$ cat src/verilog/issuePkg.sv
package issuePkg;

    // Physical register tag, 64 registers
    typedef logic [5:0] Tag;

    // Marks a missing operand or destination, always ready
    localparam Tag tagNone = 6'h3f;

    localparam int numPhysRegs = 64;

    // Program order, compared by wrapping difference
    typedef logic [7:0] SqN;

    typedef logic [31:0] Word;

    typedef enum logic [2:0] {
        opAdd,
        opSub,
        opAnd,
        opOr,
        opXor,
        opMul,
        opMulHigh
    } OpCode;

    typedef enum logic {
        fuAlu,
        fuMul
    } FuncUnit;

    typedef struct packed {
        logic    valid;
        SqN      sqN;
        OpCode   opcode;
        FuncUnit fu;
        Tag      tagA;
        Tag      tagB;
        logic    availA;
        logic    availB;
        Tag      tagDst;
    } MicroOp;

    // True when a is strictly older than b
    function automatic logic isOlder(SqN a, SqN b);
        SqN diff;
        diff = a - b;
        return diff[$bits(SqN)-1];
    endfunction

endpackage
$ cat src/verilog/execUnit.sv
`timescale 1ns/1ps

module execUnit import issuePkg::*; #(
    parameter int      LATENCY = 1,
    parameter FuncUnit UNIT    = fuAlu
) (
    input  logic   clk,
    input  logic   rst,
    input  MicroOp issueUop,
    input  Word    valueA,
    input  Word    valueB,
    input  logic   flushValid,
    input  SqN     flushSqN,
    output Tag     readTagA,
    output Tag     readTagB,
    output logic   resultValid,
    output Tag     resultTag,
    output SqN     resultSqN,
    output Word    resultValue
);

    logic [63:0] product;
    Word         computed;
    logic        issueKill;
    logic        stValid [LATENCY];
    logic        stKill [LATENCY];
    Tag          stTag [LATENCY];
    SqN          stSqN [LATENCY];
    Word         stValue [LATENCY];

    // Operands are read from the register file in the issue cycle
    assign readTagA = issueUop.tagA;
    assign readTagB = issueUop.tagB;

    always_comb begin
        product = {32'b0, valueA} * {32'b0, valueB};
        computed = '0;
        if (UNIT == fuMul) begin
            if (issueUop.opcode == opMulHigh)
                computed = product[63:32];
            else
                computed = product[31:0];
        end else begin
            case (issueUop.opcode)
                opAdd: computed = valueA + valueB;
                opSub: computed = valueA - valueB;
                opAnd: computed = valueA & valueB;
                opOr: computed = valueA | valueB;
                opXor: computed = valueA ^ valueB;
                default: computed = '0;
            endcase
        end
    end

    // Anything younger than the branch dies wherever it is
    always_comb begin
        issueKill = flushValid && isOlder(flushSqN, issueUop.sqN);
        for (int i = 0; i < LATENCY; i++)
            stKill[i] = flushValid && isOlder(flushSqN, stSqN[i]);
    end

    always_ff @(posedge clk) begin
        if (rst) begin
            for (int i = 0; i < LATENCY; i++)
                stValid[i] <= 1'b0;
        end else begin
            // No broadcast for an op without a destination
            stValid[0] <= issueUop.valid && issueUop.tagDst != tagNone && !issueKill;
            for (int i = 1; i < LATENCY; i++)
                stValid[i] <= stValid[i - 1] && !stKill[i - 1];
        end
    end

    always_ff @(posedge clk) begin
        stTag[0] <= issueUop.tagDst;
        stSqN[0] <= issueUop.sqN;
        stValue[0] <= computed;
        for (int i = 1; i < LATENCY; i++) begin
            stTag[i] <= stTag[i - 1];
            stSqN[i] <= stSqN[i - 1];
            stValue[i] <= stValue[i - 1];
        end
    end

    assign resultValid = stValid[LATENCY-1] && !stKill[LATENCY-1];
    assign resultTag = stTag[LATENCY-1];
    assign resultSqN = stSqN[LATENCY-1];
    assign resultValue = stValue[LATENCY-1];

endmodule

$ cat config.mk
export PLATFORM = sky130hd
export DESIGN_NAME = execUnit
export DESIGN_NICKNAME = d
export VERILOG_FILES = /design/src/verilog/issuePkg.sv /design/src/verilog/execUnit.sv
export SDC_FILE = /design/constraint.sdc
export NUM_CORES = 1
export LEC_CHECK = 0
export CORE_MARGIN = 4
export CORE_UTILIZATION = 45
export CTS_BUF_LIST = sky130_fd_sc_hd__clkbuf_4 sky130_fd_sc_hd__clkbuf_8
export DETAILED_ROUTE_END_ITERATION = 16
export DONT_BUFFER_PORTS = 1
export PLACE_DENSITY = 0.67
export SETUP_SLACK_MARGIN = 0.1
export SYNTH_ARGS = -nofsm -noshare
export SYNTH_HDL_FRONTEND = slang
export SYNTH_SLANG_ARGS = --single-unit
export TNS_END_PERCENT = 100
$ cat constraint.sdc
create_clock -name clk -period 4.25 [get_ports clk]
set_input_delay 0.6375 -clock clk [delete_from_list [all_inputs] [get_ports clk]]
set_output_delay 0.6375 -clock clk [all_outputs]
set_load 0.005 [all_outputs]
Yosys cells after proc, flatten, opt, wreduce, memory -nomap -nowiden
Memory sizes are Yosys's and may differ from the RTL's.
Index checks and enable logic that the tools add are counted.
{"block": "word_totals", "regBits": 0, "mem_bits_rw": 47, "in_bits": 108, "elab_cells": 31, "memories": 4}
{"block": "op_classes", "addsub": 4, "n_eq_ne": 5, "n_mux": 6, "n_bitwise": 3, "reduce_logical": 9}
{"name": "stValue", "depth": 1, "word_bits": 32, "read_ports": 1, "rd_ports_with_merged_regs": 0, "wr": 1, "line_no": "execUnit.sv:29", "source": "Word stValue [LATENCY];"}
{"name": "stSqN", "depth": 1, "word_bits": 8, "read_ports": 1, "rd_ports_with_merged_regs": 0, "wr": 1, "line_no": "execUnit.sv:28", "source": "SqN stSqN [LATENCY];"}
{"name": "stTag", "depth": 1, "word_bits": 6, "read_ports": 1, "rd_ports_with_merged_regs": 0, "wr": 1, "line_no": "execUnit.sv:27", "source": "Tag stTag [LATENCY];"}
{"name": "stValid", "depth": 1, "word_bits": 1, "read_ports": 1, "rd_ports_with_merged_regs": 0, "wr": 1, "line_no": "execUnit.sv:25", "source": "logic stValid [LATENCY];"}
{"operator": "one-hot mux 32 bit (5 select lines)", "count": 1}
{"operator": "adder 32 bit", "count": 1}
{"operator": "AND 32 bit", "count": 1}
{"operator": "OR 32 bit", "count": 1}
{"operator": "subtractor 32 bit", "count": 1}
{"operator": "bitwise XOR 32 bit", "count": 1}
{"operator": "subtractor 8 bit", "count": 2}
{"operator": "equality test 3 x 2 -> 1 bit (second input constant)", "count": 2}
{"operator": "!= test 6 bit (second input constant)", "count": 1}
{"operator": "logical AND 1 bit", "count": 5}
{"operator": "two-way mux 1 bit", "count": 5}
{"operator": "equality test 3 x 1 -> 1 bit (second input constant)", "count": 1}
{"operator": "equality test 3 bit (second input constant)", "count": 1}
{"operator": "zero test 3 bit", "count": 1}
{"operator": "zero test 1 bit", "count": 2}
{"operator": "OR reduction 1 bit", "count": 1}

Depth between registers and ports, before layout
Gate-level depths: netlist of run 1.
{"block": "depth", "ltp_word": 5, "mapped_depth": 17, "depth_no_buf": 16}

Least setup slack after synthesis of run 1
OpenSTA, ideal clock, no wires.
{"block": "synth_timing", "kind": "input -> register", "start": "in valueB[10]", "end": "mem stValue[0][28] (netlist bit)", "setup_time_ns": 0.122, "arrival_time_ns": 3.779, "required_ns": 4.128, "path_slack_ns": 0.349, "cell_stages": 16, "path_buffers": 0, "cell_sequence": "or4_4 > or2_4 > nor2_1 > nand2_1 > nor2_1 > a21oi_1 > xnor2_1 > ha_1 > a21o_1 > a31o_2 > a221oi_2 > nor2_1 > a211o_1 > a31oi_1 > xnor2_1 > a221o_1"}
{"block": "synth_via", "elab_chain_len": 2, "elab_cells_between_ends": 3, "classes_between": "add/sub: 2; mux: 1"}
{"item": "from (decl)", "line_no": "execUnit.sv:11", "source": "input Word valueB,"}
{"item": "subtractor 32 bit / adder 32 bit (equally long branches)", "line_no": "execUnit.sv:46, execUnit.sv:45"}
{"item": "one-hot mux 32 bit (5 select lines) (*)", "line_no": "execUnit.sv:44", "source": "case (issueUop.opcode)"}
{"item": "net computed[28]", "line_no": "execUnit.sv:23", "source": "Word computed;"}
{"item": "to (decl)", "line_no": "execUnit.sv:29"}
Mark *: on every way through the listed nets, which the timed path passes. The rest lies on a longest branch.

Worst setup path in the final report of run 1
Ends and elaborated chain as after synthesis.

==> results of run 1 <==
flip-flops by register name (all words and copies together), names as in the netlist:
name     count
stTag        6
stValue     32
stValid      1
stSqN        8
worst min-delay path by stage:
stage                  endpoint  slack [ns]  cells past startpoint
finish              stSqN[0][2]        0.35                      0
global route        stTag[0][3]        0.32                      0
CTS                 stTag[0][0]        0.33                      0
detailed placement  stSqN[0][1]        0.67                      0
global placement    stSqN[0][4]        0.67                      0
floorplan           stSqN[0][0]        0.67                      0
critical path, delay by kind of cell:
family | cells | cell delay, ns
AO/OA/AOI/OAI | 7 | 1.49
adder cells (fa/ha/maj) | 1 | 0.27
XOR/XNOR | 2 | 0.26
AND/OR/NAND/NOR | 4 | 1.41
power groups by stage:
stage	registers [uW]	logic, uW	clock network (uW)
global route	527	714	393
detailed placement	534	626	0
floorplan	525	479	0
finish	523	634	362
global placement	535	610	0
CTS	524	633	377
cell usage after synthesis (all sizes together) (2+ instances only):
master	instances
nand2b	7
o21bai	3
a211o	2
buf	13
and3	3
clkbuf	25
nand2	33
mux2i	2
or4	5
o22ai	4
nand4	7
a21oi	63
o31ai	11
xor2	10
o31a	3
inv	83
a221oi	2
dfxtp	47
ha	108
a211oi	23
nor2b	6
o221ai	5
a21o	16
a31oi	12
nand3	9
o211a	2
or3	8
nor4	2
a221o	3
nor3	11
o21ai	52
o21a	6
xnor2	48
nor2	61
o211ai	3
or2	4
a41oi	2
cells by family after synthesis:
| family | share of synthesized area, % |
|---|---|
| and+or+nand+nor | 14.53 |
| AOI/OAI and AO/OA | 24.76 |
| buffers and inverters | 9.250 |
| muxes | 0.3627 |
| DFF | 17.05 |
| adders and majority gates | 24.85 |
| xor gates and xnor gates | 9.204 |
layer usage:
| metal | global-route usage (%) | routed length [um] |
|---|---|---|
| met5 | 0 | 0 |
| met4 | 4.852 | 155 |
| met3 | 4.976 | 1035 |
| met2 | 38.65 | 7652 |
| met1 | 26.24 | 6609 |
layout make-up:
type,count,area (um^2),share of cell area (%)
well taps,147,183.9,3.118
inverters,83,311.5,5.282
clock inverters,3,47.55,0.8061
clock buffers,5,68.82,1.167
repair buffers,37,277.8,4.709
multi-input cells,544,4068,68.96
flip-flops and latches,47,940.9,15.95
metrics by stage:
step	total power (uW)	util [%]	cells	hold slack, ns	cell area [um^2]
after floorplan	1004	-	712	0.6652	5519
after global placement	1145	48.14	858	0.6653	5782
after detailed placement	1160	48.14	858	0.6653	5782
after CTS	1534	49.10	866	0.3285	5898
after global routing	1634	49.10	866	0.3205	5898
final	1518	49.10	866	0.3464	5898
==> key figures, run 1 <==
Floorplanning
  • Top Ports: 167
  • Die Span Y: 118.7 um
  • CORE AREA: 12010 um^2
  • Width of the die: 118.7 um
  • Die area: 14100 um^2
  • Starting Density: 45.95%
  • FP Rows: 40

Drt
  • Mean number of vias per cell: 5.816
  • DRT Wirelength: 15.45 mm
  • DR iter-0 viols: 194
  • First-pass iteration count of the detailed router: 4
  • Via Count: 5037
  • DRC viols: 0
  • Routed Antenna Nets: 0
  • WL/cell: 17.84 um

Timing
  • Tightest Pin Transition: 1.102 ns
  • Unrepaired setup endpoints after global routing: no
  • Part of the cycle the worst path needs: 90.80%
  • Final setup TNS: 0 ns
  • Hold Vio Cnt, Final: 0
  • Fmax: 259.1 MHz
  • Max-slew violations: 0
  • Final setup viols: 0
  • Final worst slack: 0.3912 ns
  • Min cycle time layout: 3.859 ns
  • Slew HR: 26.52%

CTS
  • # clock sinks: 47
  • CTS Hold Bufs: 0
  • Root Buffer: clkbuf_8
  • CTS clk-pin slew, worst paths: 0.09 ns
  • Num CTS Buffers: 5
  • Max clock buf depth: 2
  • Post-cts resize count: 0
  • H-tree Lvls: 2
  • Post-CTS Setup Bufs: 0
  • CTS tree: built

Place
  • Detailed placer's ending HPWL: 12.33 mm
  • IO buf count: 0
  • Pre-CTS setup slack: 0.05891 ns
  • GPL Wtd Cong: 0.8832

Layout
  • ANT cells: 0
  • Layout cells sized above 1: 8.484%
  • Fin nets: 935
  • Fillers: 1202
  • Commonest non-fill, non-tap cell in the layout: ha_1
  • Area growth from synthesis to layout: 6.869%
  • Commonest cells after routing, fill and taps aside: 108 x ha_1, 83 x inv_1, 63 x a21oi_1

Yosys
  • Synth area leaders: ha_1 24%, dfxtp_1 17%, xnor2_1 7.6%, a21oi_1 5.7%, inv_1 5.6%
  • Synth unique cells: 57
  • YS warnings: 0
  • Asr flop ratio synth: 0%
  • Post-synthesis cell count: 712
  • Register area share after synthesis: 17.05%
  • Post-synth top area share: 24.48%
  • Post-Synthesis Net Count: 929
  • EDFF count, synth: 0
  • Synth Cell Area: 5519 um^2
  • Mean Syn Cell Area: 7.751 um^2
  • Top_reg_cell synth: dfxtp_1
  • FF+latch count, synth: 47
  • Area leader, netlist: ha_1

Worst setup path
  • Crit path DAT: 4.06 ns
  • CP required: 4.45 ns
  • CP startpoint kind: primary input
  • Most used cell along the critical path: xnor2_1
  • CP Max Fanout: 4
  • Slowest stage delay, CP: 0.56 ns
  • Crit. End Element: flop
  • Worst Setup EP: stValue[0][28]
  • Setup Crit Path Kind: in2reg
  • Cell Chain, Critical Path: or4_4 > nor3_2 > nand2_1 > o31ai_1 > xnor2_1 > ha_1 > a21o_1 > a21oi_1 > o21bai_1 > or3b_1 > a211o_1 > a31oi_1 > xnor2_1 > a221o_1
  • CP startpoint: valueB[10]
  • Worst path slowest cell: or4_4

Flow run
  • Max-Cap Viols: 0

Pwr
  • Comb pwr share: 41.7%
  • Switching part of the total power: 36.48%
  • Flop pwr share: 34.4%
  • P_sw: 553.9 uW
  • Leakage: 0.002831 uW
  • Power Internal: 964.3 uW
  • Power density cells: 257.4 nW/um^2
  • Clock power share: 23.8%
  • Max IR drop VDD: 0.1256 mV

Hold path
  • Hold_sp: issueUop[26]
  • Hold Path Class: in2reg

GRT
  • Vias in the first global route: 5040
  • Total GRT Usage: 21.61%
  • Global-route wire length before repair: 25.09 mm
  • Largest net degree at the start of global routing: 52
  • Initial antenna violation count: 0
  • Global route total overflow: 0

Outcome
  • Status: finished clean
Note: power is estimated with default switching activity, not from simulation.
==> run 2, diff against run 1 <==
CORE_ASPECT_RATIO = 0.7   (was unset)
SKIP_CTS_REPAIR_TIMING = 1   (was unset)
SLEW_MARGIN = 40   (was unset)
==> key figures, run 2 (synthesis gave the netlist of run 1 again) <==
Worst setup path
  • Worst path slowest cell: or4_4
  • Setup Crit Path Kind: in2reg
  • Most used cell along the critical path: a21o_1
  • Crit path DAT: 4.15 ns
  • CP startpoint kind: primary input
  • Cell Chain, Critical Path: or4_4 > or2_4 > nor4_4 > a41oi_1 > xnor2_1 > ha_1 > a21o_1 > a21o_1 > a21o_1 > a21o_1 > a21o_1 > nor2_1 > xnor2_1 > a221o_1
  • CP Max Fanout: 4
  • Crit. End Element: flop
  • CP required: 4.47 ns
  • Slowest stage delay, CP: 0.57 ns

Layout
  • Biggest register: stValue
  • ANT cells: 0
  • Area growth from synthesis to layout: 7.935%
  • Biggest regs: stValue: 32 flops, stSqN: 8 flops, stTag: 6 flops
  • Max reg flops: 32
  • Commonest cells after routing, fill and taps aside: 108 x ha_1, 83 x inv_1, 63 x a21oi_1
  • Final core occ: 50.27%
  • Layout cells sized above 1: 9.379%
  • Fin nets: 941
  • Commonest non-fill, non-tap cell in the layout: ha_1

Drt
  • Routed Antenna Nets: 0
  • DRC viols: 0
  • DR iter-0 viols: 272
  • First-pass iteration count of the detailed router: 5
  • WL/cell: 17.87 um
  • Mean number of vias per cell: 5.808
  • Via Count: 5123
  • DRT Wirelength: 15.76 mm

Timing
  • Unrepaired setup endpoints after global routing: no
  • Final setup viols: 0
  • Fmax: 254.4 MHz
  • Max-slew violations: 0
  • Part of the cycle the worst path needs: 92.49%
  • Tightest Pin Transition: 0.6299 ns
  • Final setup TNS: 0 ns
  • Hold Vio Cnt, Final: 0
  • Final worst slack: 0.3190 ns
  • Min cycle time layout: 3.931 ns
  • Slew HR: 58.01%

CTS
  • CTS tree: built
  • CTS clk-pin slew, worst paths: 0.11 ns
  • H-tree Lvls: 2
  • Root Buffer: clkbuf_8
  • Max clock buf depth: 2
  • Num CTS Buffers: 5
  • # clock sinks: 47

Floorplanning
  • Top Ports: 167
  • FP Rows: 33
  • Die area: 14130 um^2
  • CORE AREA: 11850 um^2
  • Width of the die: 140.4 um
  • Starting Density: 46.57%
  • Die Span Y: 100.7 um

GRT
  • Global Route met2 Usage: 34.23%
  • Global route total overflow: 0
  • Global-route wire length before repair: 25.60 mm
  • Gr busiest metal: met2
  • Met1 usage in global routing: 31.07%
  • Initial antenna violation count: 0
  • Vias in the first global route: 5170
  • Largest net degree at the start of global routing: 52
  • Total GRT Usage: 22.07%
  • Grt met3 use: 4.884%

Place
  • Pre-CTS setup slack: 0.05120 ns
  • GPL Wtd Cong: 0.9223
  • IO buf count: 0
  • Detailed placer's ending HPWL: 12.54 mm

Hold path
  • Hold Path Class: in2reg
  • WHS Path Cells: 0

Outcome
  • Status: finished clean

Pwr
  • Leakage: 0.002862 uW
  • Power density cells: 256.8 nW/um^2
  • Max IR drop VDD: 0.1255 mV

Flow run
  • Max-Cap Viols: 0
run 2: cell types whose count changed in the layout (fill, tap and decap cells not counted):
cell / delta
and2_2: +1
and2_1: -1
buf_4: +6
run 2: cell type report:
type                            count  area, um^2
Sequential cell                    47       940.9
Fill cell                        1156        5893
Tap cell                          157       196.4
Multi-Input combinational cell    544        4069
Clock buffer                        5       68.82
Inverter                           83       311.5
Clock inverter                      3       47.55
Timing Repair Buffer               43       322.8
run 2: metal layers:
layer  vias to the layer above  share of wire [%]
met4                         0                1.0
met1                      2408                 47
met3                        24                8.4
li1                       2501                  -
met5                         -                  0
met2                       190                 43
run 2: final timing paths:
kind                     from              to  slack, ns
setup / recovery   valueB[10]  stValue[0][27]       0.32
hold / removal    issueUop[5]     stTag[0][5]       0.34
run 2: critical path: cells and delay by family:
family / cells / cell delay, ns
and+or+nand+nor: 4 / 1.46
AOI/OAI and AO/OA: 7 / 1.43
adders and majority gates: 1 / 0.33
xor gates and xnor gates: 2 / 0.27
run 2: report_power, final:
part | switching (uW) | internal, uW
logic | 350 | 297
registers | 28.5 | 494
clock network | 181 | 179
total | 559 | 970
run 2: per-stage QoR:
step	hold WS, ns	cell area, um^2	total power, uW	std cells
after global routing	0.3166	5957	1649	882
after detailed placement	0.6653	5841	1170	874
final	0.3414	5957	1530	882
after global placement	0.6653	5839	1151	874
after CTS	0.3220	5957	1546	882
after floorplan	0.6652	5519	1004	712
==> run 3, diff against run 2 <==
PLACE_DENSITY = 0.61   (was 0.67)
==> key figures, run 3 (synthesis gave the netlist of run 1 again) <==
Timing
  • Tightest Pin Transition: 0.6502 ns
  • Unrepaired setup endpoints after global routing: no
  • Part of the cycle the worst path needs: 92.72%
  • Fmax: 253.8 MHz
  • Final setup TNS: 0 ns
  • Final setup viols: 0
  • Slew HR: 56.65%
  • Hold Vio Cnt, Final: 0
  • Min cycle time layout: 3.940 ns
  • Max-slew violations: 0

Worst setup path
  • Crit path DAT: 4.16 ns
  • CP required: 4.47 ns
  • CP Max Fanout: 4
  • Setup Crit Path Kind: in2reg
  • Crit. End Element: flop
  • CP startpoint kind: primary input

Drt
  • DRC viols: 0
  • DR iter-0 viols: 378
  • Routed Antenna Nets: 0
  • Via Count: 5097
  • WL/cell: 18.18 um
  • Mean number of vias per cell: 5.785
  • DRT Wirelength: 16.02 mm
  • First-pass iteration count of the detailed router: 4

GRT
  • Global-route wire length before repair: 25.43 mm
  • Largest net degree at the start of global routing: 52
  • Total GRT Usage: 22.03%
  • Vias in the first global route: 4964
  • Initial antenna violation count: 0
  • Global route total overflow: 0

Floorplanning
  • Die Span Y: 100.7 um
  • Width of the die: 140.4 um
  • CORE AREA: 11850 um^2
  • Starting Density: 46.57%
  • Top Ports: 167
  • FP Rows: 33
  • Die area: 14130 um^2

Layout
  • Design area: 5949 um^2
  • Layout cells sized above 1: 9.254%
  • Biggest regs: stValue: 32 flops, stSqN: 8 flops, stTag: 6 flops
  • ANT cells: 0
  • Fin nets: 940
  • Max reg flops: 32
  • Commonest non-fill, non-tap cell in the layout: ha_1
  • Biggest register: stValue
  • Area growth from synthesis to layout: 7.799%
  • Commonest cells after routing, fill and taps aside: 108 x ha_1, 83 x inv_1, 63 x a21oi_1

Place
  • IO buf count: 0
  • Detailed placer's ending HPWL: 12.63 mm
  • GPL Wtd Cong: 0.9224
  • DP Area: 5833 um^2

Pwr
  • Leakage: 0.002858 uW
  • Power density cells: 257.8 nW/um^2
  • Max IR drop VDD: 0.1333 mV

CTS
  • H-tree Lvls: 2
  • CTS tree: built
  • CTS clk-pin slew, worst paths: 0.10 ns
  • # clock sinks: 47
  • Root Buffer: clkbuf_8
  • Max clock buf depth: 2
  • Num CTS Buffers: 5

Outcome
  • Status: finished clean

Flow run
  • Max-Cap Viols: 0

Hold path
  • Hold Path Class: in2reg
[run 3: cell type report]
class	instances	area [um^2]
Inverter	83	311.5
Multi-Input combinational cell	544	4069
Clock inverter	3	47.55
Tap cell	157	196.4
Sequential cell	47	940.9
Fill cell	1157	5901
Timing Repair Buffer	42	315.3
Clock buffer	5	68.82
[run 3: routing by layer]
metal,part of all wire [%],global-route usage [%],up-vias
li1,-,-,2494
met1,48,31.00,2384
met2,43,34.12,183
met3,8.4,5.595,36
met4,1.5,4.765,0
met5,0,0,-
[run 3: final timing paths]
path	startpoint	to	slack, ns	cells past startpoint
worst max-delay path	valueB[10]	stValue[0][27]	0.31	14
worst min-delay path	issueUop[1]	stTag[0][1]	0.34	0
[run 3: power breakdown]
group / leakage, uW / internal (uW) / total (uW) / switching [uW]
combinational: 0.00241 / 294 / 641 / 348
sequential: 0.000394 / 494 / 524 / 29.9
clock: 0.0000587 / 179 / 368 / 189
total: 0.00286 / 967 / 1530 / 566
[run 3: worst max-delay path: stages]
cell and delay (ns):
or4_4 0.57, or2_4 0.31, nor4_4 0.32, a41oi_1 0.18, xnor2_1 0.16, ha_1 0.33, a21o_1 0.20, a21o_1 0.19
a21o_1 0.19, a21o_1 0.18, a21o_1 0.19, nor2_1 0.29, xnor2_1 0.12, a221o_1 0.29
[run 3: stage by stage]
step / util (%) / total power (uW) / worst slack [ns] / cells / hold slack (ns)
floorplan: - / 1004 / 0.3490 / 712 / 0.6652
global placement: 49.21 / 1151 / 0.06433 / 873 / 0.6653
detailed placement: 49.22 / 1164 / 0.04684 / 873 / 0.6653
CTS: 50.21 / 1545 / 0.3719 / 881 / 0.3214
global route: 50.21 / 1650 / 0.1058 / 881 / 0.3158
finish: 50.21 / 1534 / 0.3096 / 881 / 0.3358
